<file path="src/include/seg_trail_cfg.svh">
`ifndef SEG_TRAIL_CFG_SVH
`define SEG_TRAIL_CFG_SVH

// Consecutive high samples that count as a press
`define DEBOUNCE_DEPTH 4

// clk cycles per slow tick, kept short for simulation
`define TICK_CYCLES 16

// Slow ticks spent showing the home pattern
`define WAIT_TICKS 3

// Active-low display patterns, segment A at bit 0
`define SEG_ALL_OFF 7'b1111111
`define SEG_ONLY_G  7'b0111111

`endif
</file>
<file path="src/hdl/seg_trail_pkg.sv">
package seg_trail_pkg;

    // Segment index, A=0 through G=6
    typedef logic [2:0] seg_idx_t;

    // One bit per segment, A at bit 0
    typedef logic [6:0] seg_vec_t;

    localparam seg_idx_t SEG_A = 3'd0;
    localparam seg_idx_t SEG_B = 3'd1;
    localparam seg_idx_t SEG_C = 3'd2;
    localparam seg_idx_t SEG_D = 3'd3;
    localparam seg_idx_t SEG_E = 3'd4;
    localparam seg_idx_t SEG_F = 3'd5;
    localparam seg_idx_t SEG_G = 3'd6;

    typedef enum logic [1:0] {
        HEAD_RIGHT,
        HEAD_LEFT,
        HEAD_UP,
        HEAD_DOWN
    } heading_t;

    typedef enum logic [1:0] {
        ST_WAIT,
        ST_MOVING,
        ST_ERASING
    } game_state_t;

endpackage

</file>
<file path="src/hdl/seg_trail_top.sv">
`timescale 1ns/10ps

module seg_trail_top import seg_trail_pkg::*; (
    input  logic     clk,
    input  logic     rst,
    input  logic     btn_right,
    input  logic     btn_left,
    input  logic     btn_up,
    input  logic     btn_down,
    output seg_vec_t seg_n
);

    logic press_right;
    logic press_left;
    logic press_up;
    logic press_down;
    logic tick;
    logic half_tick;
    logic home;
    logic move_en;
    logic fill_trail;
    logic erasing;
    logic trail_empty;
    seg_idx_t cursor;

    button_cond btn_right0 (
        .clk   (clk),
        .rst   (rst),
        .btn   (btn_right),
        .press (press_right)
    );

    button_cond btn_left0 (
        .clk   (clk),
        .rst   (rst),
        .btn   (btn_left),
        .press (press_left)
    );

    button_cond btn_up0 (
        .clk   (clk),
        .rst   (rst),
        .btn   (btn_up),
        .press (press_up)
    );

    button_cond btn_down0 (
        .clk   (clk),
        .rst   (rst),
        .btn   (btn_down),
        .press (press_down)
    );

    tick_gen tick_gen0 (
        .clk       (clk),
        .rst       (rst),
        .tick      (tick),
        .half_tick (half_tick)
    );

    trail_ctrl trail_ctrl0 (
        .clk         (clk),
        .rst         (rst),
        .tick        (tick),
        .half_tick   (half_tick),
        .press_down  (press_down),
        .trail_empty (trail_empty),
        .home        (home),
        .move_en     (move_en),
        .fill_trail  (fill_trail),
        .erasing     (erasing)
    );

    // Down only drives the game state and not the cursor
    cursor_nav cursor_nav0 (
        .clk         (clk),
        .rst         (rst),
        .home        (home),
        .move_en     (move_en),
        .press_right (press_right),
        .press_left  (press_left),
        .press_up    (press_up),
        .cursor      (cursor),
        .heading     ()
    );

    seg_render seg_render0 (
        .clk         (clk),
        .rst         (rst),
        .home        (home),
        .erasing     (erasing),
        .fill_trail  (fill_trail),
        .half_tick   (half_tick),
        .cursor      (cursor),
        .trail_empty (trail_empty),
        .seg_n       (seg_n)
    );

endmodule

</file>
<file path="src/hdl/seg_render.sv">
`timescale 1ns/10ps
`include "seg_trail_cfg.svh"

module seg_render import seg_trail_pkg::*; (
    input  logic     clk,
    input  logic     rst,
    input  logic     home,
    input  logic     erasing,
    input  logic     fill_trail,
    input  logic     half_tick,
    input  seg_idx_t cursor,
    output logic     trail_empty,
    output seg_vec_t seg_n
);

    seg_vec_t trail;
    seg_vec_t lit;
    seg_vec_t seg_next;
    logic blink_phase;

    assign trail_empty = (trail == '0);

    always_comb begin
        lit = trail;
        if (blink_phase) begin
            lit[cursor] = ~trail[cursor];
        end
        if (home) begin
            seg_next = `SEG_ONLY_G;
        end else if (erasing) begin
            seg_next = ~lit;
        end else begin
            // Moving shows the cursor alone
            seg_next = `SEG_ALL_OFF;
            seg_next[cursor] = 1'b0;
        end
    end

    always_ff @(posedge clk or posedge rst) begin
        if (rst) begin
            trail       <= '0;
            blink_phase <= 1'b0;
            seg_n       <= `SEG_ONLY_G;
        end else begin
            if (fill_trail) begin
                trail <= '1;
            end else if (erasing) begin
                trail[cursor] <= 1'b0;
            end
            if (!erasing) begin
                blink_phase <= 1'b0;
            end else if (half_tick) begin
                blink_phase <= ~blink_phase;
            end
            seg_n <= seg_next;
        end
    end

endmodule

</file>
<file path="src/hdl/trail_ctrl.sv">
`timescale 1ns/10ps
`include "seg_trail_cfg.svh"

module trail_ctrl import seg_trail_pkg::*; (
    input  logic clk,
    input  logic rst,
    input  logic tick,
    input  logic half_tick,
    input  logic press_down,
    input  logic trail_empty,
    output logic home,
    output logic move_en,
    output logic fill_trail,
    output logic erasing
);

    localparam int WAIT_W = $clog2(`WAIT_TICKS + 1);
    localparam logic [WAIT_W-1:0] WAIT_LAST = WAIT_W'(`WAIT_TICKS - 1);

    game_state_t state;
    game_state_t state_next;
    logic [WAIT_W-1:0] wait_cnt;
    logic empty_seen;

    always_comb begin
        state_next = state;
        case (state)
            ST_WAIT: begin
                if (tick && wait_cnt == WAIT_LAST) begin
                    state_next = ST_MOVING;
                end
            end
            ST_MOVING: begin
                if (press_down) begin
                    state_next = ST_ERASING;
                end
            end
            ST_ERASING: begin
                // Leave on the first half tick after the trail ran out
                if (empty_seen && half_tick) begin
                    state_next = ST_WAIT;
                end
            end
            default: begin
                state_next = ST_WAIT;
            end
        endcase
    end

    always_ff @(posedge clk or posedge rst) begin
        if (rst) begin
            state      <= ST_WAIT;
            wait_cnt   <= '0;
            empty_seen <= 1'b0;
        end else begin
            state <= state_next;
            if (state != ST_WAIT) begin
                wait_cnt <= '0;
            end else if (tick) begin
                wait_cnt <= (wait_cnt == WAIT_LAST) ? '0 : wait_cnt + 1'b1;
            end
            empty_seen <= (state == ST_ERASING) && (empty_seen || trail_empty);
        end
    end

    assign home       = (state == ST_WAIT);
    assign move_en    = (state == ST_MOVING) || (state == ST_ERASING);
    assign erasing    = (state == ST_ERASING);
    // Trail loads at the same edge that enters erasing
    assign fill_trail = (state == ST_MOVING) && press_down;

endmodule

</file>
<file path="src/hdl/cursor_nav.sv">
`timescale 1ns/10ps

module cursor_nav import seg_trail_pkg::*; (
    input  logic     clk,
    input  logic     rst,
    input  logic     home,
    input  logic     move_en,
    input  logic     press_right,
    input  logic     press_left,
    input  logic     press_up,
    output seg_idx_t cursor,
    output heading_t heading
);

    seg_idx_t cursor_next;
    heading_t heading_next;

    // Navigation table, first matching row wins
    always_comb begin
        cursor_next  = cursor;
        heading_next = heading;
        case (cursor)
            SEG_A: begin
                if (heading == HEAD_RIGHT && press_right) begin
                    cursor_next  = SEG_B;
                    heading_next = HEAD_DOWN;
                end else if (heading == HEAD_LEFT && press_left) begin
                    cursor_next  = SEG_F;
                    heading_next = HEAD_DOWN;
                end
            end
            SEG_B: begin
                if (heading == HEAD_UP && press_left) begin
                    cursor_next  = SEG_A;
                    heading_next = HEAD_LEFT;
                end else if (heading == HEAD_DOWN && press_right) begin
                    cursor_next  = SEG_G;
                    heading_next = HEAD_LEFT;
                end else if (heading == HEAD_DOWN && press_up) begin
                    cursor_next  = SEG_C;
                    heading_next = HEAD_DOWN;
                end
            end
            SEG_C: begin
                if (heading == HEAD_UP && press_left) begin
                    cursor_next  = SEG_G;
                    heading_next = HEAD_LEFT;
                end else if (heading == HEAD_UP && press_up) begin
                    cursor_next  = SEG_B;
                    heading_next = HEAD_UP;
                end else if (heading == HEAD_DOWN && press_right) begin
                    cursor_next  = SEG_D;
                    heading_next = HEAD_DOWN;
                end
            end
            SEG_D: begin
                if (heading == HEAD_RIGHT && press_left) begin
                    cursor_next  = SEG_C;
                    heading_next = HEAD_UP;
                end else if (heading == HEAD_LEFT && press_right) begin
                    cursor_next  = SEG_E;
                    heading_next = HEAD_UP;
                end
            end
            SEG_E: begin
                if (heading == HEAD_UP && press_right) begin
                    cursor_next  = SEG_G;
                    heading_next = HEAD_RIGHT;
                end else if (heading == HEAD_UP && press_up) begin
                    cursor_next  = SEG_F;
                    heading_next = HEAD_UP;
                end else if (heading == HEAD_DOWN && press_left) begin
                    cursor_next  = SEG_D;
                    heading_next = HEAD_RIGHT;
                end
            end
            SEG_F: begin
                if (heading == HEAD_UP && press_right) begin
                    cursor_next  = SEG_A;
                    heading_next = HEAD_RIGHT;
                end else if (heading == HEAD_DOWN && press_left) begin
                    cursor_next  = SEG_G;
                    heading_next = HEAD_RIGHT;
                end
            end
            SEG_G: begin
                if (heading == HEAD_RIGHT && press_left) begin
                    cursor_next  = SEG_B;
                    heading_next = HEAD_UP;
                end else if (heading == HEAD_RIGHT && press_right) begin
                    cursor_next  = SEG_C;
                    heading_next = HEAD_DOWN;
                end else if (heading == HEAD_LEFT && press_left) begin
                    cursor_next  = SEG_E;
                    heading_next = HEAD_DOWN;
                end else if (heading == HEAD_LEFT && press_right) begin
                    cursor_next  = SEG_F;
                    heading_next = HEAD_UP;
                end
            end
            default: begin
                cursor_next  = SEG_G;
                heading_next = HEAD_LEFT;
            end
        endcase
    end

    always_ff @(posedge clk or posedge rst) begin
        if (rst) begin
            cursor  <= SEG_G;
            heading <= HEAD_LEFT;
        end else if (home) begin
            // Parked on the middle bar, facing left
            cursor  <= SEG_G;
            heading <= HEAD_LEFT;
        end else if (move_en) begin
            cursor  <= cursor_next;
            heading <= heading_next;
        end
    end

endmodule

</file>
<file path="src/hdl/tick_gen.sv">
`timescale 1ns/10ps
`include "seg_trail_cfg.svh"

module tick_gen (
    input  logic clk,
    input  logic rst,
    output logic tick,
    output logic half_tick
);

    localparam int CNT_W = $clog2(`TICK_CYCLES);
    localparam logic [CNT_W-1:0] CNT_LAST = CNT_W'(`TICK_CYCLES - 1);
    localparam logic [CNT_W-1:0] CNT_MID  = CNT_W'(`TICK_CYCLES / 2 - 1);

    logic [CNT_W-1:0] count;
    logic at_last;
    logic at_mid;

    assign at_last = (count == CNT_LAST);
    assign at_mid  = (count == CNT_MID);

    // Free-running period counter
    always_ff @(posedge clk or posedge rst) begin
        if (rst) begin
            count <= '0;
        end else if (at_last) begin
            count <= '0;
        end else begin
            count <= count + 1'b1;
        end
    end

    // Registered strobes; half tick lines up with tick at the period end
    always_ff @(posedge clk or posedge rst) begin
        if (rst) begin
            tick      <= 1'b0;
            half_tick <= 1'b0;
        end else begin
            tick      <= at_last;
            half_tick <= at_last | at_mid;
        end
    end

endmodule

</file>
<file path="src/hdl/button_cond.sv">
`timescale 1ns/10ps
`include "seg_trail_cfg.svh"

module button_cond (
    input  logic clk,
    input  logic rst,
    input  logic btn,
    output logic press
);

    logic [`DEBOUNCE_DEPTH-1:0] samples;
    logic level;
    logic level_d;

    // Debounced level needs a full run of high samples
    assign level = &samples;

    always_ff @(posedge clk or posedge rst) begin
        if (rst) begin
            samples <= '0;
            level_d <= 1'b0;
            press   <= 1'b0;
        end else begin
            samples <= {samples[`DEBOUNCE_DEPTH-2:0], btn};
            level_d <= level;
            // Rising edge of the level, so a held button fires once
            press   <= level & ~level_d;
        end
    end

endmodule

</file>
<file path="config.mk">
export PLATFORM = sky130hd
export DESIGN_NAME = seg_trail_top
export DESIGN_NICKNAME = d
export VERILOG_FILES = /design/src/hdl/seg_trail_pkg.sv /design/src/hdl/seg_trail_top.sv /design/src/hdl/seg_render.sv /design/src/hdl/trail_ctrl.sv /design/src/hdl/cursor_nav.sv /design/src/hdl/tick_gen.sv /design/src/hdl/button_cond.sv
export VERILOG_INCLUDE_DIRS = /design/src /design/src/include
export SDC_FILE = /design/constraint.sdc
export NUM_CORES = 1
export LEC_CHECK = 0
export BUFFER_PORTS_ARGS = -buffer_cell sky130_fd_sc_hd__buf_2
export CORE_MARGIN = 4
export CORE_UTILIZATION = 46
export DETAILED_ROUTE_END_ITERATION = 12
export GPL_TIMING_DRIVEN = 0
export PLACE_DENSITY = 0.63
export SLEW_MARGIN = 20
export SYNTH_ARGS = -nofsm -noshare
export SYNTH_HDL_FRONTEND = slang
export SYNTH_SLANG_ARGS = --single-unit
export TNS_END_PERCENT = 50
</file>
<file path="constraint.sdc">
create_clock -name clk -period 2.65 [get_ports clk]
set_input_delay 0.1325 -clock clk [delete_from_list [all_inputs] [get_ports clk]]
set_output_delay 0.1325 -clock clk [all_outputs]
set_load 0.01 [all_outputs]
</file>
==> reports/results.txt, run 1 <==
required time worst endpoint: 2880 ps
antenna violations before repair: 0
Post-Syn Area: 2710 um2
crit path from: cursor_nav0.heading[0]
sw frac: 20.3%
Yosys Warn Count: 0
Final Hold Fails: 0
post-synth top area cell: dfrtp_1
H-Tree Depth: 2
post-route ant nets: 0
nets: 291
Synth top cells by count: dfrtp_1 (46), o21ai_0 (21), nor2_1 (20)
count of pins over their slew limit: 0
DR iter-0 viols: 140
Pre-Repair DR Iteration Count: 4
Final setup viols: 0
vias per inst: 5.61
Cell Chain, Critical Path: buf_6 -> mux2i_1 -> nor2_1 -> o311ai_4 -> o21ai_2 -> mux2_4
number of synthesized flops with an enable pin: 0
fin cells: 357
Routed Wire Length: 5450 um
clk_skew: 6.51 ps
Worst Path Max Fanout: 10
outcome: finished, final reports clean
GRT overflow: 0
Die W: 84.8 um
vias in the first global route: 1951
Netlist cell types: 61
setup TNS: 0 ps
Syn Nets: 267
largest net degree at the start of global routing: 56
first-pass GRT wire length: 9580 um
Lkg Pwr: 1.33 nW
Clock Power Share: 38.8%
Clock Path Buffers: 2
Worst Hold Class: flop to flop
CTS tree: built
core footprint: 5610 um2
Antenna diodes: 0
drt drc: 0
Post-CTS Setup Repair Bufs: 0
Setup CP Type: flop to flop
Tightest Pin Transition: 654 ps
Highest Clock Rate: 0.505 GHz
Final Critical Period: 1980 ps
Critical Path End Type: flop
Avg Inst Size Synth: 10.4 um2
synth top area cells: dfrtp_1 (42%), dfstp_2 (8.7%), o21ai_0 (3.9%)
drt wl/cell: 15.3 um
die area: 7190 um2
max_slew headroom: 56.4%
Max stage delay on crit path: 530 ps
post-CTS sizing: 0
crit start category: flop
register area share after synthesis: 51.2%
dpl hpwl: 3810 um
Tcrit/Tclk final: 74.7%
hold wc startpoint: btn_down0.samples[1]
Cells after DPL: 344
Main synth FF type: dfrtp_1
top-count cell post-synth: dfrtp_1
Initial Util: 48.4%
Sw Pwr: 0.000301 W
Synth Register Bits: 55
share of the synthesized area in the top cell type: 42.4%
TritonCTS Sinks: 55
internal power: 0.00118 W
layout cells sized above 1: 18.9%
Worst Path Arrival: 2210 ps
Slowest-stage cell, CP: dfstp_2
R2R Path Start: cursor_nav0.heading[0]
combinational share of power: 3.2%
Clk pin slew, worst setup/hold paths: 90 ps
Power Dens Cells: 489 nW/um2
Post-Route Utilization: 54.1%
gpl congestion: 0.921
sequential group share of total power: 58.1%
PortBufs: 12
CTS Hold Bufs: 5
TritonCTS Buffers: 5
Worst-Skew Late Latency: 300 ps
CTS Root Cell: clkbuf_8
all-layer global routing usage: 16.2%
RSZ-0062 raised after global routing: no
FP Rows: 27
Max-cap violations: 0
Ports: 13
Post-synth ARST share: 100%
via count: 2004
DIE HEIGHT: 84.8 um
Post-Syn Instances: 260
Layout area overhead: 11.9%
worst vdd ir: 0.000360 V
## stage by stage
stage | total power [W] | worst slack, ps | hold slack (ps) | instance area (um2)
6_report | 0.00148 | 670 | 375 | 3040
5_1_grt | 0.00155 | 579 | 386 | 3040
4_1_cts | 0.00151 | 667 | 378 | 3040
3_5_place_dp | 0.000922 | 697 | 243 | 2870
3_3_place_gp | 0.000920 | 510 | 240 | 2860
2_1_floorplan | 0.000907 | 892 | 164 | 2710
## layout by cell type, fill, tap and decap left out, types with 3 or more instances in the layout
| cell type | count |
|---|---|
| dfstp_2 | 9 |
| mux2i_1 | 6 |
| nor2_1 | 20 |
| and3_1 | 4 |
| or2_2 | 3 |
| clkbuf_8 | 6 |
| nand2_1 | 13 |
| nand3_1 | 8 |
| buf_6 | 3 |
| dfrtp_1 | 46 |
| o21ai_0 | 21 |
| buf_2 | 21 |
| dlygate4sd3_1 | 5 |
| inv_1 | 8 |
| o31ai_1 | 6 |
| clkbuf_1 | 7 |
| nand2b_1 | 8 |
| and4_1 | 4 |
| and2_1 | 3 |
| a21oi_1 | 11 |
| a32oi_1 | 6 |
| nor3_1 | 4 |
| o211ai_1 | 3 |
| nor2b_1 | 8 |
## path summary, 6_finish.rpt
| kind | slack (ps) | cells past startpoint | end |
|---|---|---|---|
| setup / recovery | 670 | 6 | cursor_nav0.cursor[2] |
| hold / removal | 370 | 0 | btn_down0.samples[2] |
| setup reg to reg | 670 | 6 | cursor_nav0.cursor[2] |
| hold reg to reg | 370 | 0 | btn_down0.samples[2] |
| max in group asynchronous | 1740 | 3 | cursor_nav0.cursor[0] |
| min in group asynchronous | 470 | 3 | tick_gen0.count[0] |
## worst max-delay path, delay by kind of cell (launching register included)
| family | cells | cell delay, ps |
|---|---|---|
| AND/OR/NAND/NOR | 1 | 100 |
| AO/OA/AOI/OAI | 2 | 560 |
| flip-flops | 1 | 530 |
| buffers and inverters | 1 | 130 |
| multiplexers | 2 | 580 |
## sequential cells by signal, indices dropped and copies added (netlist names), 2 cells and up
register	count
cursor_nav0.cursor	3
cursor_nav0.heading	2
trail_ctrl0.wait_cnt	2
seg_render0.trail	7
btn_down0.samples	4
btn_left0.samples	4
btn_right0.samples	4
tick_gen0.count	4
btn_up0.samples	4
seg_render0.seg_n	7
trail_ctrl0.state	2
## power by group through the flow
stage          sequential (W)  clock [W]  combinational [W]
5_1_grt              0.000865   0.000634          0.0000551
4_1_cts              0.000863   0.000600          0.0000488
3_3_place_gp         0.000878          0          0.0000417
2_1_floorplan        0.000876          0          0.0000304
3_5_place_dp         0.000879          0          0.0000431
6_report             0.000862   0.000575          0.0000474
## kinds of logic (layout without fill, tap and decap cells)
group / after synthesis / after routing / synth area share [%]
XOR/XNOR: 2 / 2 / 0.646
adder cells (fa/ha/maj): 1 / 1 / 0.461
flip-flops: 55 / 55 / 51.2
AO/OA/AOI/OAI: 74 / 74 / 19.4
buffers and inverters: 28 / 53 / 5.12
AND/OR/NAND/NOR: 91 / 91 / 19.1
multiplexers: 9 / 9 / 4.15
## cell type report
| type | instances | area [um2] |
|---|---|---|
| Sequential cell | 55 | 1390 |
| Timing Repair Buffer | 17 | 110 |
| Multi-Input combinational cell | 177 | 1190 |
| Clock buffer | 6 | 82.6 |
| Tap cell | 72 | 90.1 |
| Inverter | 9 | 36.3 |
| Buffer | 19 | 105 |
| Clock inverter | 2 | 38.8 |
| Fill cell | 518 | 2570 |
## routing by layer
metal | GRT usage (%) | vias up | part of all wire [%]
li1 | - | 984 | -
met1 | 24.5 | 952 | 49
met2 | 24.1 | 63 | 44
met3 | 2.85 | 5 | 5.5
met4 | 4.46 | 0 | 1.2
met5 | 0 | - | 0
Note: power is estimated with default switching activity, not from simulation.
==> run 2, diff against run 1 <==
- ABC_AREA: default -> 1
- clock period: 2.65 -> 2.08 ns (I/O delays scaled with it)
==> reports/results.txt, run 2 <==
outcome: finished, final reports clean
register area share after synthesis: 51.7%
die area: 7110 um2
gpl congestion: 0.889
Max stage delay on crit path: 540 ps
Syn Nets: 334
Final Critical Period: 1640 ps
Synth top cells by count: nand2_1 (75), dfrtp_1 (46), nor2_1 (43)
Highest Clock Rate: 0.610 GHz
Final setup viols: 0
Post-synth ARST share: 100%
R2R Path Start: cursor_nav0.cursor[2]
drt wl/cell: 12.6 um
Yosys Warn Count: 0
PortBufs: 12
Lkg Pwr: 1.50 nW
nets: 358
largest net degree at the start of global routing: 56
FP Rows: 27
Die W: 84.3 um
Worst-Skew Late Latency: 310 ps
Cell Chain, Critical Path: buf_6 -> inv_2 -> nand3_1 -> inv_1 -> o21ai_0 -> nand4_1 -> nand2_1 -> nand2_1
commonest non-fill, non-tap cell in the layout: nand2_1
Netlist cell types: 25
drt drc: 0
Layout area overhead: 11.0%
Ports: 13
Worst Hold Class: flop to flop
DR iter-0 viols: 167
Initial Util: 48.1%
most frequent cells in the layout: nand2_1 (75), dfrtp_1 (46), nor2_1 (43)
TritonCTS Sinks: 55
worst vdd ir: 0.000482 V
Avg Inst Size Synth: 8.20 um2
routing usage on met1: 23.0%
Setup CP Type: flop to flop
Post-Route Utilization: 53.4%
CTS tree: built
Pre-Repair DR Iteration Count: 6
share of the synthesized area in the top cell type: 42.9%
max_slew headroom: 57.0%
Worst Path Max Fanout: 9
Post-Syn Instances: 327
crit start category: flop
Clk pin slew, worst setup/hold paths: 110 ps
Slowest-stage cell, CP: dfstp_2
required time worst endpoint: 2290 ps
post-route ant nets: 0
first-pass GRT wire length: 9580 um
Clock Path Buffers: 2
R2R cell count: 8
crit path from: cursor_nav0.cursor[2]
met3 Use GR: 3.83%
DIE HEIGHT: 84.3 um
Max-cap violations: 0
Tightest Pin Transition: 646 ps
vias per inst: 5.08
CTS Root Cell: clkbuf_8
Synth Register Bits: 55
vias in the first global route: 2001
via count: 2154
Power Dens Cells: 595 nW/um2
Critical Path End Type: flop
most used cell, CP: nand2_1
Tcrit/Tclk final: 78.8%
GRT overflow: 0
all-layer global routing usage: 16.7%
H-Tree Depth: 2
top-count cell post-synth: nand2_1
post-synth top area cell: dfrtp_1
count of pins over their slew limit: 0
Final Hold Fails: 0
TritonCTS Buffers: 5
reg-to-reg setup timing slack: 440 ps
clk_skew: 11.7 ps
Antenna diodes: 0
antenna violations before repair: 0
Worst Path Arrival: 1850 ps
core footprint: 5570 um2
Routed Wire Length: 5330 um
dpl hpwl: 3880 um
RSZ-0062 raised after global routing: no
layout cells sized above 1: 17.6%
number of synthesized flops with an enable pin: 0
Largest regs: seg_render0.seg_n: 7 flops, seg_render0.trail: 7 flops
GR peak layer: met2
hold wc startpoint: btn_up0.samples[2]
post-CTS sizing: 0
final worst slack: 440 ps
Setup WS pre-CTS: 462 ps
hold slack: 382 ps
Post-Syn Area: 2680 um2
Worst Hold Path Cells: 0
met2 GRT Util: 26.8%
synth top area cells: dfrtp_1 (43%), nand2_1 (10%), dfstp_2 (8.8%)
Main synth FF type: dfrtp_1
[run 2: cell count changes after synthesis, sizes merged, moves of 7 or more]
| cell | delta |
|---|---|
| nand2 | +65 |
| inv | +34 |
| nor2 | +30 |
| nand3 | +26 |
| nand2b | -8 |
| nor2b | -8 |
| o21ai | +8 |
| buf | -7 |
[run 2: cell families (layout without fill, tap and decap cells)]
| logic type | after synthesis | after routing | synth area share (%) |
|---|---|---|---|
| flip-flops | 55 | 55 | 51.7 |
| AND/OR/NAND/NOR | 178 | 178 | 30.9 |
| AO/OA/AOI/OAI | 42 | 42 | 8.17 |
| XOR/XNOR | 1 | 1 | 0.327 |
| buffers and inverters | 50 | 75 | 8.40 |
| adder cells (fa/ha/maj) | 1 | 1 | 0.467 |
[run 2: layer usage]
metal	wire length, um	up-vias
met4	56	0
met5	0	-
met3	315	6
met1	2380	983
met2	2580	74
li1	-	1091
[run 2: what timing repair did]
item,4_1_cts,5_1_grt
buffers inserted,0,0
hold buffers,5,0
endpoints found under the hold margin,50,0
[run 2: worst max-delay path, delay by kind of cell (launching register included)]
kind	cells	cell delay, ps
AO/OA/AOI/OAI	1	220
flip-flops	1	540
AND/OR/NAND/NOR	4	470
buffers and inverters	3	320
[run 2: stage by stage]
step           TNS [ps]  power (W)  instance area, um2  std cells
2_1_floorplan         0    0.00116                2680        327
3_3_place_gp      -2210    0.00117                2830        411
3_5_place_dp          0    0.00118                2830        411
4_1_cts               0    0.00180                2980        424
5_1_grt               0    0.00186                2980        424
6_report              0    0.00177                2980        424
[run 2: worst paths after layout]
check | endpoint
max in group asynchronous | seg_render0.seg_n[6]
min in group asynchronous | trail_ctrl0.wait_cnt[0]
worst min-delay path | btn_up0.samples[3]
worst max register to register | cursor_nav0.heading[1]
worst min register to register | btn_up0.samples[3]
worst max-delay path | cursor_nav0.heading[1]
[run 2: layout make-up]
| cell class | count | area (um2) |
|---|---|---|
| buffer | 7 | 63.8 |
| clock buffer | 5 | 68.8 |
| clock inverter | 3 | 23.8 |
| fill | 523 | 2600 |
| inverter | 43 | 164 |
| multi-input combinational | 222 | 1070 |
| sequential | 55 | 1390 |
| tap | 72 | 90.1 |
| timing repair buffer | 17 | 110 |
[run 2: where the power goes]
| part | switching [W] | internal (W) |
|---|---|---|
| clock network | 0.000366 | 0.000244 |
| registers | 0.00000975 | 0.00109 |
| logic | 0.0000408 | 0.0000205 |
| total | 0.000417 | 0.00135 |
==> run 3, diff against run 2 <==
- ABC_AREA: 1 -> 0
- clock period: 2.08 -> 1.55 ns (I/O delays scaled with it)
==> reports/results.txt, run 3 (synthesized netlist as in run 1, its figures left out) <==
Largest regs: seg_render0.seg_n: 7 flops, seg_render0.trail: 7 flops
gpl congestion: 0.919
Tightest Pin Transition: 639 ps
nets: 305
outcome: finished, violations left
required time worst endpoint: 1800 ps
all-layer global routing usage: 17.2%
commonest non-fill, non-tap cell in the layout: dfrtp_1
first-pass GRT wire length: 9980 um
DR iter-0 viols: 180
TritonCTS Buffers: 5
Worst Path Arrival: 2080 ps
Initial Util: 48.4%
Pre-Repair DR Iteration Count: 5
drt drc: 0
Worst Path Max Fanout: 5
Critical Path End Type: flop
antenna violations before repair: 0
Ports: 13
Power Dens Cells: 741 nW/um2
worst vdd ir: 0.000781 V
R2R cell count: 6
final worst slack: -282 ps
largest net degree at the start of global routing: 56
most frequent cells in the layout: dfrtp_1 (45), nor2_1 (19), o21ai_0 (19)
CTS Root Cell: clkbuf_8
die area: 7190 um2
Routed Wire Length: 5960 um
Tcrit/Tclk final: 118%
GRT overflow: 0
Worst Hold Path Cells: 0
Clk pin slew, worst setup/hold paths: 110 ps
CTS tree: built
layout cells sized above 1: 31.1%
Final Hold Fails: 0
Setup CP Type: flop to flop
Final setup viols: 12
clk_skew: 11.9 ps
TritonCTS Sinks: 55
drt wl/cell: 16.1 um
Post-Route Utilization: 58.4%
setup TNS: -2350 ps
Final Critical Period: 1830 ps
Clock Path Buffers: 2
hold slack: 379 ps
crit start category: flop
Die W: 84.8 um
DIE HEIGHT: 84.8 um
Layout area overhead: 20.7%
Lkg Pwr: 1.40 nW
Max-cap violations: 0
Power, Total: 0.00243 W
PortBufs: 12
vias per inst: 5.80
via count: 2150
dpl hpwl: 3790 um
FP Rows: 27
H-Tree Depth: 2
vias in the first global route: 2066
Worst-Skew Late Latency: 320 ps
Highest Clock Rate: 0.546 GHz
count of pins over their slew limit: 0
max_slew headroom: 57.4%
Worst Hold Class: flop to flop
failing checks: negative setup slack
RSZ-0062 raised after global routing: yes
Antenna diodes: 0
core footprint: 5610 um2
post-route ant nets: 0
## run 3: cell types whose count changed in the layout (fill, tap and decap cells not counted), sizes merged, moves of 5 or more
cell,previous run,this run
a32oi,0,6
buf,17,38
clkbuf,7,12
inv,44,10
mux2i,0,6
nand2,78,13
nand2b,0,8
nand3,34,8
nor2,50,20
nor2b,0,8
o21ai,32,24
o31ai,1,6
## run 3: report_power, final
part / switching [W] / internal (W)
registers: 0.0000128 / 0.00146
clock network: 0.000522 / 0.000341
logic: 0.0000519 / 0.0000366
## run 3: path summary, 6_finish.rpt
path | endpoint | slack (ps) | from
worst max-delay path | cursor_nav0.cursor[2] | -280 | cursor_nav0.heading[0]
worst min-delay path | btn_down0.samples[2] | 380 | btn_down0.samples[1]
max in group asynchronous | cursor_nav0.cursor[0] | 700 | rst
worst max register to register | cursor_nav0.cursor[2] | -280 | cursor_nav0.heading[0]
min in group asynchronous | btn_left0.samples[2] | 400 | rst
worst min register to register | btn_down0.samples[2] | 380 | btn_down0.samples[1]
## run 3: through the flow
stage               area, um2  setup WS [ps]  instances
finish                   3270           -282        371
global route             3270           -312        371
CTS                      3180           -232        368
detailed placement       2860           -375        344
global placement         2860           -503        344
floorplan                2710           -208        260
## run 3: worst max-delay path, cell delays in order, from the launching register on
cell and delay [ps]:
dfstp_2 570, buf_6 130, mux2i_4 290, nor2_4 60, o311ai_4 300, o21ai_2 110
mux2_4 310
## run 3: final cells by class
cell class,count,area [um2]
fillers,497,2330
repair buffers,31,220
multi-input cells,177,1310
inverters,9,36.3
clock buffers,5,68.8
well taps,72,90.1
plain buffers,19,125
flip-flops and latches,55,1390
clock inverters,3,33.8
## run 3: timing repair
item | in CTS | in global routing
cloned | 1 | 0
pin swaps | 9 | 5
setup buffers | 10 | 3
endpoints found under the setup margin | 13 | 14
hold endpoints to repair | 50 | 0
hold buffers | 5 | 0
gates resized for setup | 24 | 19
## run 3: metal layers
metal | up-vias | routed length (um) | global-route usage (%)
li1 | 1015 | - | -
met1 | 1038 | 2790 | 23.6
met2 | 81 | 2750 | 27.0
met3 | 16 | 304 | 3.43
met4 | 0 | 121 | 6.04
met5 | - | 0 | 0
